<file path="config.mk">
export PLATFORM = sky130hd
export DESIGN_NAME = sbox_top
export DESIGN_NICKNAME = d
export VERILOG_FILES = /design/src/sbox_pkg.sv /design/src/gf_tower_power.sv /design/src/sbox_pipe.sv /design/src/req_port.sv /design/src/pipe_arbiter.sv /design/src/resp_port.sv /design/src/sbox_top.sv
export SDC_FILE = /design/constraint.sdc
export NUM_CORES = 1
export LEC_CHECK = 0
export BUFFER_PORTS_ARGS = -buffer_cell sky130_fd_sc_hd__buf_2
export CAP_MARGIN = 20
export CORE_ASPECT_RATIO = 1.4
export CORE_MARGIN = 4
export CORE_UTILIZATION = 40
export DETAILED_ROUTE_END_ITERATION = 7
export PLACE_DENSITY = 0.54
export SLEW_MARGIN = 20
export SYNTH_ARGS = -nofsm -noshare
export SYNTH_HDL_FRONTEND = slang
export SYNTH_HIERARCHICAL = 1
export SYNTH_SLANG_ARGS = --single-unit
</file>
<file path="constraint.sdc">
create_clock -name clk -period 9.3 [get_ports clk]
set_input_delay 0.465 -clock clk [delete_from_list [all_inputs] [get_ports clk]]
set_output_delay 0.465 -clock clk [all_outputs]
set_load 0.02 [all_outputs]
</file>
<file path="src/sbox_pkg.sv">
package sbox_pkg;

  localparam int NUM_PORTS = 2;

  typedef logic [1:0] gf4_t;      // a0 + a1*w, with w^2 = w + 1.
  typedef logic [5:0] gf_word_t;  // Digits d2:d1:d0, d0 in bits 1:0.
  typedef logic       port_id_t;

  typedef struct packed {
    port_id_t port;
    gf_word_t data;
  } sbox_req_t;

  typedef struct packed {
    port_id_t port;
    gf_word_t data;    // Echoed input.
    gf_word_t result;
  } sbox_resp_t;

  function automatic gf4_t gf4_mul(gf4_t a, gf4_t b);
    logic hi;
    begin
      hi = a[1] & b[1];  // w^2 term folds back into both bits.
      gf4_mul[0] = (a[0] & b[0]) ^ hi;
      gf4_mul[1] = (a[0] & b[1]) ^ (a[1] & b[0]) ^ hi;
    end
  endfunction

  function automatic gf4_t gf4_sq(gf4_t a);
    begin
      gf4_sq[0] = a[0] ^ a[1];
      gf4_sq[1] = a[1];
    end
  endfunction

endpackage

</file>
<file path="src/gf_tower_power.sv">
`timescale 1ns/1ps
module gf_tower_power
  import sbox_pkg::*;
(
  input  gf_word_t a,
  output gf_word_t b
);

  localparam gf4_t W = 2'b10;  // The element w, also t^3.

  // Frobenius map. t^4 = w*t, so d2^2 moves to the t digit.
  function automatic gf_word_t tw_sq(gf_word_t x);
    begin
      tw_sq = {gf4_sq(x[3:2]), gf4_mul(W, gf4_sq(x[5:4])), gf4_sq(x[1:0])};
    end
  endfunction

  // Schoolbook product, reduced with t^3 = w.
  function automatic gf_word_t tw_mul(gf_word_t x, gf_word_t y);
    gf4_t x0, x1, x2;
    gf4_t y0, y1, y2;
    gf4_t c0, c1, c2, c3, c4;
    begin
      x0 = x[1:0];
      x1 = x[3:2];
      x2 = x[5:4];
      y0 = y[1:0];
      y1 = y[3:2];
      y2 = y[5:4];
      c0 = gf4_mul(x0, y0);
      c1 = gf4_mul(x0, y1) ^ gf4_mul(x1, y0);
      c2 = gf4_mul(x0, y2) ^ gf4_mul(x1, y1) ^ gf4_mul(x2, y0);
      c3 = gf4_mul(x1, y2) ^ gf4_mul(x2, y1);
      c4 = gf4_mul(x2, y2);
      tw_mul[1:0] = c0 ^ gf4_mul(W, c3);
      tw_mul[3:2] = c1 ^ gf4_mul(W, c4);  // t^4 = w*t.
      tw_mul[5:4] = c2;
    end
  endfunction

  gf_word_t a2;
  gf_word_t a4;
  gf_word_t a8;
  gf_word_t a16;
  gf_word_t a32;
  gf_word_t a20;

  // 52 = 32 + 16 + 4.
  assign a2  = tw_sq(a);
  assign a4  = tw_sq(a2);
  assign a8  = tw_sq(a4);
  assign a16 = tw_sq(a8);
  assign a32 = tw_sq(a16);

  assign a20 = tw_mul(a4, a16);
  assign b   = tw_mul(a20, a32);

endmodule

</file>
<file path="src/sbox_pipe.sv">
`timescale 1ns/1ps
module sbox_pipe
  import sbox_pkg::*;
(
  input  logic       clk,
  input  logic       rst,
  input  logic       issue_valid,
  input  sbox_req_t  issue,
  output logic       done_valid,
  output sbox_resp_t done
);

  gf_word_t  pow;
  logic      s1_valid;
  sbox_req_t s1_req;
  gf_word_t  s1_pow;
  logic      fold;

  gf_tower_power u_power (
    .a (issue.data),
    .b (pow)
  );

  // Stage 1. Power map result.
  always_ff @(posedge clk) begin
    if (rst) begin
      s1_valid <= 1'b0;
    end else begin
      s1_valid <= issue_valid;
    end
    s1_req <= issue;
    s1_pow <= pow;
  end

  assign fold = s1_req.data[2] ^ s1_req.data[4];  // Affine term from input bits.

  // Stage 2. Affine step and response.
  always_ff @(posedge clk) begin
    if (rst) begin
      done_valid <= 1'b0;
    end else begin
      done_valid <= s1_valid;
    end
    done.port   <= s1_req.port;
    done.data   <= s1_req.data;
    done.result <= s1_pow ^ {6{fold}};
  end

endmodule

</file>
<file path="src/req_port.sv">
`timescale 1ns/1ps
module req_port
  import sbox_pkg::*;
#(
  parameter int       REQ_DEPTH = 4,
  parameter port_id_t PORT      = 1'b0
) (
  input  logic      clk,
  input  logic      rst,
  input  logic      req_valid,
  input  gf_word_t  req_data,
  input  logic      pop,
  output logic      head_valid,
  output sbox_req_t head,
  output logic      req_credit
);

  localparam int AW = $clog2(REQ_DEPTH);

  gf_word_t      mem [REQ_DEPTH];
  logic [AW-1:0] wr_ptr;
  logic [AW-1:0] rd_ptr;
  logic [AW:0]   count;
  logic          push;
  logic          take;

  assign push = req_valid && (count != REQ_DEPTH[AW:0]);  // Drop on overflow.
  assign take = pop && head_valid;

  assign head_valid = (count != '0);
  assign head.port  = PORT;
  assign head.data  = mem[rd_ptr];

  always_ff @(posedge clk) begin
    if (push) begin
      mem[wr_ptr] <= req_data;
    end
  end

  always_ff @(posedge clk) begin
    if (rst) begin
      wr_ptr     <= '0;
      rd_ptr     <= '0;
      count      <= '0;
      req_credit <= 1'b0;
    end else begin
      if (push) wr_ptr <= wr_ptr + 1'b1;
      if (take) rd_ptr <= rd_ptr + 1'b1;
      case ({push, take})
        2'b10:   count <= count + 1'b1;
        2'b01:   count <= count - 1'b1;
        default: count <= count;
      endcase
      req_credit <= take;  // One credit back per entry issued.
    end
  end

endmodule

</file>
<file path="src/pipe_arbiter.sv">
`timescale 1ns/1ps
module pipe_arbiter
  import sbox_pkg::*;
(
  input  logic                 clk,
  input  logic                 rst,
  input  logic [NUM_PORTS-1:0] head_valid,
  input  sbox_req_t            head [NUM_PORTS],
  input  logic [NUM_PORTS-1:0] has_space,
  output logic [NUM_PORTS-1:0] grant,
  output logic                 issue_valid,
  output sbox_req_t            issue
);

  logic [NUM_PORTS-1:0] eligible;
  port_id_t             pick;
  port_id_t             last_grant;

  assign eligible    = head_valid & has_space;
  assign issue_valid = |eligible;

  // On a tie the port not served last wins.
  assign pick  = eligible[1] && (!eligible[0] || last_grant == 1'b0);
  assign issue = head[pick];

  always_comb begin
    grant = '0;
    if (issue_valid) begin
      grant[pick] = 1'b1;
    end
  end

  always_ff @(posedge clk) begin
    if (rst) begin
      last_grant <= 1'b1;  // Port 0 takes the first tie.
    end else if (issue_valid) begin
      last_grant <= pick;
    end
  end

endmodule

</file>
<file path="src/resp_port.sv">
`timescale 1ns/1ps
module resp_port
  import sbox_pkg::*;
#(
  parameter int RESP_DEPTH = 4
) (
  input  logic       clk,
  input  logic       rst,
  input  logic       reserve,
  input  logic       wr_valid,
  input  sbox_resp_t wr_data,
  input  logic       resp_credit,
  output logic       has_space,
  output logic       resp_valid,
  output sbox_resp_t resp_data
);

  localparam int AW       = $clog2(RESP_DEPTH);
  localparam int CREDIT_W = 8;

  sbox_resp_t          mem [RESP_DEPTH];
  logic [AW-1:0]       wr_ptr;
  logic [AW-1:0]       rd_ptr;
  logic [AW:0]         count;     // Stored entries.
  logic [AW:0]         rsv;       // Stored plus in flight.
  logic [CREDIT_W-1:0] credits;

  assign resp_valid = (count != '0) && (credits != '0);
  assign resp_data  = mem[rd_ptr];
  assign has_space  = (rsv < RESP_DEPTH[AW:0]);

  always_ff @(posedge clk) begin
    if (wr_valid) begin
      mem[wr_ptr] <= wr_data;
    end
  end

  always_ff @(posedge clk) begin
    if (rst) begin
      wr_ptr  <= '0;
      rd_ptr  <= '0;
      count   <= '0;
      rsv     <= '0;
      credits <= '0;
    end else begin
      if (wr_valid) wr_ptr <= wr_ptr + 1'b1;
      if (resp_valid) rd_ptr <= rd_ptr + 1'b1;
      count   <= count + wr_valid - resp_valid;
      rsv     <= rsv + reserve - resp_valid;        // Slot freed on send.
      credits <= credits + resp_credit - resp_valid;
    end
  end

endmodule

</file>
<file path="src/sbox_top.sv">
`timescale 1ns/1ps
module sbox_top
  import sbox_pkg::*;
#(
  parameter int REQ_DEPTH  = 4,
  parameter int RESP_DEPTH = 4
) (
  input  logic                 clk,
  input  logic                 rst,
  input  logic [NUM_PORTS-1:0] req_valid,
  input  gf_word_t             req_data [NUM_PORTS],
  output logic [NUM_PORTS-1:0] req_credit,
  input  logic [NUM_PORTS-1:0] resp_credit,
  output logic [NUM_PORTS-1:0] resp_valid,
  output sbox_resp_t           resp_data [NUM_PORTS]
);

  logic [NUM_PORTS-1:0] head_valid;
  sbox_req_t            head [NUM_PORTS];
  logic [NUM_PORTS-1:0] has_space;
  logic [NUM_PORTS-1:0] grant;
  logic [NUM_PORTS-1:0] wr_valid;
  logic                 issue_valid;
  sbox_req_t            issue;
  logic                 done_valid;
  sbox_resp_t           done;

  for (genvar p = 0; p < NUM_PORTS; p++) begin : g_port
    req_port #(
      .REQ_DEPTH (REQ_DEPTH),
      .PORT      (port_id_t'(p))
    ) u_req (
      .clk        (clk),
      .rst        (rst),
      .req_valid  (req_valid[p]),
      .req_data   (req_data[p]),
      .pop        (grant[p]),
      .head_valid (head_valid[p]),
      .head       (head[p]),
      .req_credit (req_credit[p])
    );

    assign wr_valid[p] = done_valid && (done.port == port_id_t'(p));  // Route by tag.

    resp_port #(
      .RESP_DEPTH (RESP_DEPTH)
    ) u_resp (
      .clk         (clk),
      .rst         (rst),
      .reserve     (grant[p]),
      .wr_valid    (wr_valid[p]),
      .wr_data     (done),
      .resp_credit (resp_credit[p]),
      .has_space   (has_space[p]),
      .resp_valid  (resp_valid[p]),
      .resp_data   (resp_data[p])
    );
  end

  pipe_arbiter u_arb (
    .clk         (clk),
    .rst         (rst),
    .head_valid  (head_valid),
    .head        (head),
    .has_space   (has_space),
    .grant       (grant),
    .issue_valid (issue_valid),
    .issue       (issue)
  );

  sbox_pipe u_pipe (
    .clk         (clk),
    .rst         (rst),
    .issue_valid (issue_valid),
    .issue       (issue),
    .done_valid  (done_valid),
    .done        (done)
  );

endmodule

</file>
After elaboration in Yosys (flattened, before gate mapping)
Memories as Yosys holds them, arrays and structs flattened. A register that Yosys moved wholly into a read port is not among the register bits.
Cells that the tools add are included.
{"block": "word_totals", "reg_bits": 81, "n_memories": 4, "inputBits": 18, "elab_cells": 276, "output_inout_bits": 30, "ram_bits": 152}
{"block": "op_classes", "bitwise_logic": 165, "eq_ne": 6, "add_sub_neg": 24, "reduce_logical": 21, "n_lt_le_gt_ge": 5, "muxes": 24}
{"name": "g_port[0].u_resp.mem", "words": 4, "width": 13, "read_ports": 1, "rd_ports_with_merged_regs": 1, "write_ports": 1, "line": "resp_port.sv:21", "rtl": "sbox_resp_t mem [RESP_DEPTH];"}
{"name": "g_port[1].u_resp.mem", "words": 4, "width": 13, "read_ports": 1, "rd_ports_with_merged_regs": 1, "write_ports": 1, "line": "resp_port.sv:21"}
{"name": "g_port[0].u_req.mem", "words": 4, "width": 6, "read_ports": 1, "rd_ports_with_merged_regs": 1, "write_ports": 1, "line": "req_port.sv:20", "rtl": "gf_word_t mem [REQ_DEPTH];"}
{"name": "g_port[1].u_req.mem", "words": 4, "width": 6, "read_ports": 1, "rd_ports_with_merged_regs": 1, "write_ports": 1, "line": "req_port.sv:20"}
{"op": "$xor 1x1->1", "n": 79}
{"op": "$and 1x1->1", "n": 69}
{"op": "$xor 2x2->2", "n": 12}
{"op": "$mux 7", "n": 3}
{"op": "$mux 2", "n": 9}
{"op": "$add 2x1->2 const B", "n": 8}
{"op": "$add 8x1->8", "n": 2}
{"op": "$reduce_bool 8->1", "n": 2}
{"op": "$sub 8x1->8", "n": 2}
{"op": "$add 3x1->3", "n": 4}
{"op": "$pmux 3 s2", "n": 2}
{"op": "$reduce_bool 3->1", "n": 4}
{"op": "$sub 3x1->3", "n": 4}
{"op": "$logic_and 1x1->1", "n": 10}
{"op": "$mux 1", "n": 9}
{"op": "$add 3x1->3 const B", "n": 2}
{"op": "$lt 3x3->1 const B", "n": 2}
{"op": "$ne 3x3->1 const B", "n": 2}
{"op": "$sub 3x1->3 const B", "n": 2}
{"op": "$xor 6x6->6", "n": 1}
{"op": "$eq 2x1->1 const B", "n": 2}
{"op": "$eq 2x2->1 const B", "n": 2}
{"op": "$reduce_bool 2->1", "n": 2}
{"op": "$and 2x2->2", "n": 1}
{"op": "other kinds (9)", "n": 10}

Longest topological paths before layout
{"block": "depth", "depth_word": 26, "mapped_depth": 20, "mapped_depth_nobuf": 16}

By module
Netlist, hierarchy kept.
{"module": "resp_port at g_port[0].u_resp", "seq_area_each_um2": 1961.9, "area_per_inst_um2": 3106.7, "cells_each": 203, "n_inst": 1}
{"module": "resp_port at g_port[1].u_resp", "seq_area_each_um2": 1961.9, "area_per_inst_um2": 3106.7, "cells_each": 204, "n_inst": 1}
{"module": "req_port", "seq_area_each_um2": 920.9, "area_per_inst_um2": 1390.1, "cells_each": 87, "n_inst": 2}
{"module": "gf_tower_power", "seq_area_each_um2": 0.0, "area_per_inst_um2": 1556.5, "cells_each": 207, "n_inst": 1}
{"module": "sbox_pipe", "seq_area_each_um2": 560.5, "area_per_inst_um2": 732.0, "cells_each": 38, "n_inst": 1}
{"module": "pipe_arbiter", "seq_area_each_um2": 20.0, "area_per_inst_um2": 163.9, "cells_each": 18, "n_inst": 1}
{"module": "sbox_top", "seq_area_each_um2": 0.0, "area_per_inst_um2": 16.3, "cells_each": 2, "n_inst": 1}

Worst setup path after synthesis
OpenSTA, ideal clock, no wires.
{"block": "synth_path", "kind": "register to register", "startpoint": "register g_port[0].u_req.count[1]", "endpoint": "register u_pipe.s1_pow[2]", "setup_ns": 0.118, "period_less_slack_ns": 4.041, "path_buffers": 5, "required_ns": 9.182, "setup_slack_ns": 5.259, "arrival_ns": 3.923, "stages_incl_launch_ff": 19, "path_cell_list": "dfxtp_1 > or3_1 > nand3_2 > nand3_4 > mux2_2 > buf_4 > inv_1 > ha_1 > buf_6 > buf_6 > buf_2 > o21ai_0 > xnor2_1 > ha_1 > clkbuf_1 > nor3_1 > o31ai_1 > xnor3_1 > xnor2_1"}
{"item": "start, declared", "line": "req_port.sv:23", "rtl": "logic [AW:0] count;"}
{"item": "start signal, assigned", "line": "req_port.sv:50", "rtl": "2'b10: count <= count + 1'b1;"}
{"item": "start signal, assigned", "line": "req_port.sv:51", "rtl": "2'b01: count <= count - 1'b1;"}
{"item": "start signal, assigned", "line": "req_port.sv:52", "rtl": "default: count <= count;"}
{"item": "end signal, assigned", "line": "sbox_pipe.sv:32", "rtl": "s1_pow <= pow;"}
{"item": "end, declared", "line": "sbox_pipe.sv:16", "rtl": "gf_word_t s1_pow;"}

==> run_results.csv <==
group,metric,value,unit
run_status,status,"complete, no violations",
placement,gp_congestion,0.785,
clocking,cts_tree,"yes",
synth,muxShareOfSynthArea,9.47,%
critical_path,cpPeakStageDelay,810,ps
sta,final-hold-violation-count,0,
sta,min_period,4710,ps
final_layout,most-common-layout-cells,"edfxtp_1 (152), dfxtp_1 (89), nor2_1 (55)",
global_routing,grt.total_usage,13.7,%
job,max_cap_violations,0,
sta,setup_viol,0,
placement,dp_hpwl,14.5,mm
worst_hold_path,hp-class,"in -> reg",
synth,async_flop_share,0,%
synth,yosysSeqAreaShare,55.4,%
global_routing,grt_pass1_wl,35.0,mm
synth,syn_area_per_cell,13.5,sq um
clocking,cts_resized,0,
final_layout,final_common_cell,"edfxtp_1",
clocking,htree_levels,1,
floorplanning,io_pins,48,
sta,worst_slew_pin_slew,936,ps
floorplanning,die_h,208,um
synth,synth_xor_area_share,6.90,%
critical_path,critPathSlowestCell,"mux2_2",
synth,synth_fa_ha_area_share,6.75,%
final_layout,num_antenna_cells,0,
final_layout,final_layout_size_suffix_gt1_share,19.4,%
clocking,cts.path.max_buffers,3,
sta,holdWs,174,ps
critical_path,critPathTopFamily,"XOR/XNOR gates",
synth,ys_ff_latch,241,
critical_path,cp_cell_sequence,"or3_1, nand3_2, nand3_4, mux2_2, ha_1, buf_4, xnor2_1, nand2_1, xnor2_1, ha_1, a2bb2oi_2, o211ai_1, a222oi_1, xor2_1, xnor2_1, xnor2_1",
synth,ys_warn_count,6,
critical_path,required,9740,ps
synth,netlist_area,11500,sq um
floorplanning,coreArea,28300,sq um
floorplanning,dieArea,31500,sq um
drt,antenna_left,0,
critical_path,crit_buf_inv,1,
drt,drtIter0Drc,335,
floorplanning,num_rows,73,
synth,synth_edf_count,152,
drt,drt-pass1-iter-count,4,
final_layout,fin_nets,959,
synth,ys_types,96,
synth,synth_compound_area_share,7.38,%
synth,yosys.area_share.simple,10.2,%
sta,max_slew_margin,37.5,%
global_routing,grt_pass1_vias,6653,
clocking,cts_root_buf,"clkbuf_16",
sta,clock_skew,8.49,ps
critical_path,crit_top_cell,"xnor2_1",
sta,slew_viol_final,0,
critical_path,worstPathArrival,5150,ps
clocking,cts.clk_slew.worst_paths,60,ps
critical_path,endpoint_kind,"flip-flop",
sta,finalCritPeriodShare,50.6,%
final_layout,syn2layout_area_growth,12.3,%
placement,io_buffer_count,47,
critical_path,critPathMaxFanout,38,
synth,synth_top_family_by_area,"simple AND/OR/NAND/NOR gates",
clocking,cts_setup_buffers,0,
global_routing,grt_overflow,0,
critical_path,setup.worst_path.start_class,"flip-flop",
drt,wl_per_cell,16.5,um
floorplanning,die_w,151,um
drt,num_vias,6424,
global_routing,antenna_found_initial,0,
critical_path,crit_type,"reg -> reg",
drt,wl,21.0,mm
drt,drc,0,
sta,fmax,0.212,GHz
clocking,cts_made_buffers,25,
clocking,clock-sinks,241,
sta,grt_setup_unrepaired,"no",
clocking,cts_hold_buf,0,
synth,syn_nets,921,
synth,synthCells,846,
drt,vias_per_cell,5.03,
clocking,clock_latency,510,ps
synth,synthFlopType,"edfxtp_1",
global_routing,grt_max_degree,72,
sta,fin_tns_setup,0,ps
floorplanning,start_util,40.5,%
-- sequential cells by signal, indices dropped and copies added, names as in the netlist, named ones only --
register / cells
g_port.u_resp/mem: 104
g_port.u_req/mem: 48
g_port.u_resp/credits: 16
u_pipe/done: 13
u_pipe/s1_req: 7
g_port.u_req/count: 6
g_port.u_resp/count: 6
g_port.u_resp/rsv: 6
u_pipe/s1_pow: 6
g_port.u_req/rd_ptr: 4
g_port.u_req/wr_ptr: 4
g_port.u_resp/rd_ptr: 4
g_port.u_resp/wr_ptr: 4
g_port.u_req/req_credit: 2
u_arb/last_grant: 1
u_pipe/done_valid: 1
u_pipe/s1_valid: 1
-- cell usage after synthesis (12+ instances only) --
master | count | area share [%]
o21ai_0 | 12 | 0.52
buf_2 | 15 | 0.65
mux4_2 | 38 | 7.5
xor2_1 | 18 | 1.4
and2_1 | 16 | 0.87
inv_1 | 50 | 1.6
dfxtp_1 | 89 | 16
xnor2_1 | 43 | 3.3
ha_1 | 49 | 5.3
nor3_1 | 17 | 0.74
edfxtp_1 | 152 | 40
nor2_1 | 55 | 1.8
nand3_1 | 14 | 0.61
nand2_1 | 37 | 1.2
a21oi_1 | 22 | 0.96
nand2b_1 | 16 | 0.87
nor2b_1 | 24 | 1.3
-- worst paths after layout --
kind	startpoint	to	slack, ps	cells past startpoint
setup / recovery	g_port[0].u_req/count[1]$_SDFFE_PP0P_	u_pipe/s1_pow[3]$_DFF_P_	4590	16
hold / removal	req_data[3]	g_port[1].u_req/mem[2][3]$_DFFE_PP_	170	1
setup reg to reg	g_port[0].u_req/count[1]$_SDFFE_PP0P_	u_pipe/s1_pow[3]$_DFF_P_	4590	16
hold reg to reg	u_pipe/s1_req[6]$_DFF_P_	u_pipe/done[12]$_DFF_P_	330	0
-- final cells by class --
| cell class | count | area [sq um] |
|---|---|---|
| Sequential cell | 241 | 6350 |
| Timing Repair Buffer | 51 | 265 |
| Tap cell | 375 | 469 |
| Clock buffer | 34 | 731 |
| Fill cell | 2605 | 15400 |
| Multi-Input combinational cell | 512 | 4670 |
| Inverter | 53 | 199 |
| Clock inverter | 11 | 194 |
-- worst register-to-register path, stage by stage, from the launching register on --
cell	delay, ps
dfxtp_1	350
or3_1	410
nand3_2	120
nand3_4	140
mux2_2	820
ha_1	380
buf_4	250
xnor2_1	260
nand2_1	100
xnor2_1	160
ha_1	460
a2bb2oi_2	200
o211ai_1	90
a222oi_1	390
xor2_1	210
xnor2_1	150
xnor2_1	140
-- logic make-up (layout without fill, tap and decap cells) --
group	Yosys count	after routing
other	2	2
buffers and inverters	93	149
xor gates and xnor gates	72	72
AOI/OAI and AO/OA	105	105
muxes	59	59
DFF	241	241
adders and majority gates	57	57
and+or+nand+nor	217	217
-- layer usage --
metal	global-route usage [%]	wire length, um
met5	0	0
met4	3.63	504
met3	2.03	666
met2	24.9	11100
met1	16.9	8730
-- through the flow --
step | std cells | setup WS [ps] | instance area, sq um | utilization [%]
2_1_floorplan | 846 | 5260 | 11500 | -
3_3_place_gp | 1232 | 4620 | 11900 | 42.2
3_5_place_dp | 1232 | 4590 | 11900 | 42.2
4_1_cts | 1277 | 4550 | 12900 | 45.5
5_1_grt | 1277 | 4220 | 12900 | 45.5
6_report | 1277 | 4590 | 12900 | 45.5
Power is left out: the tool's default activity adds up to more than one toggle a clock period on the data nets, which glitch-free logic cannot reach.
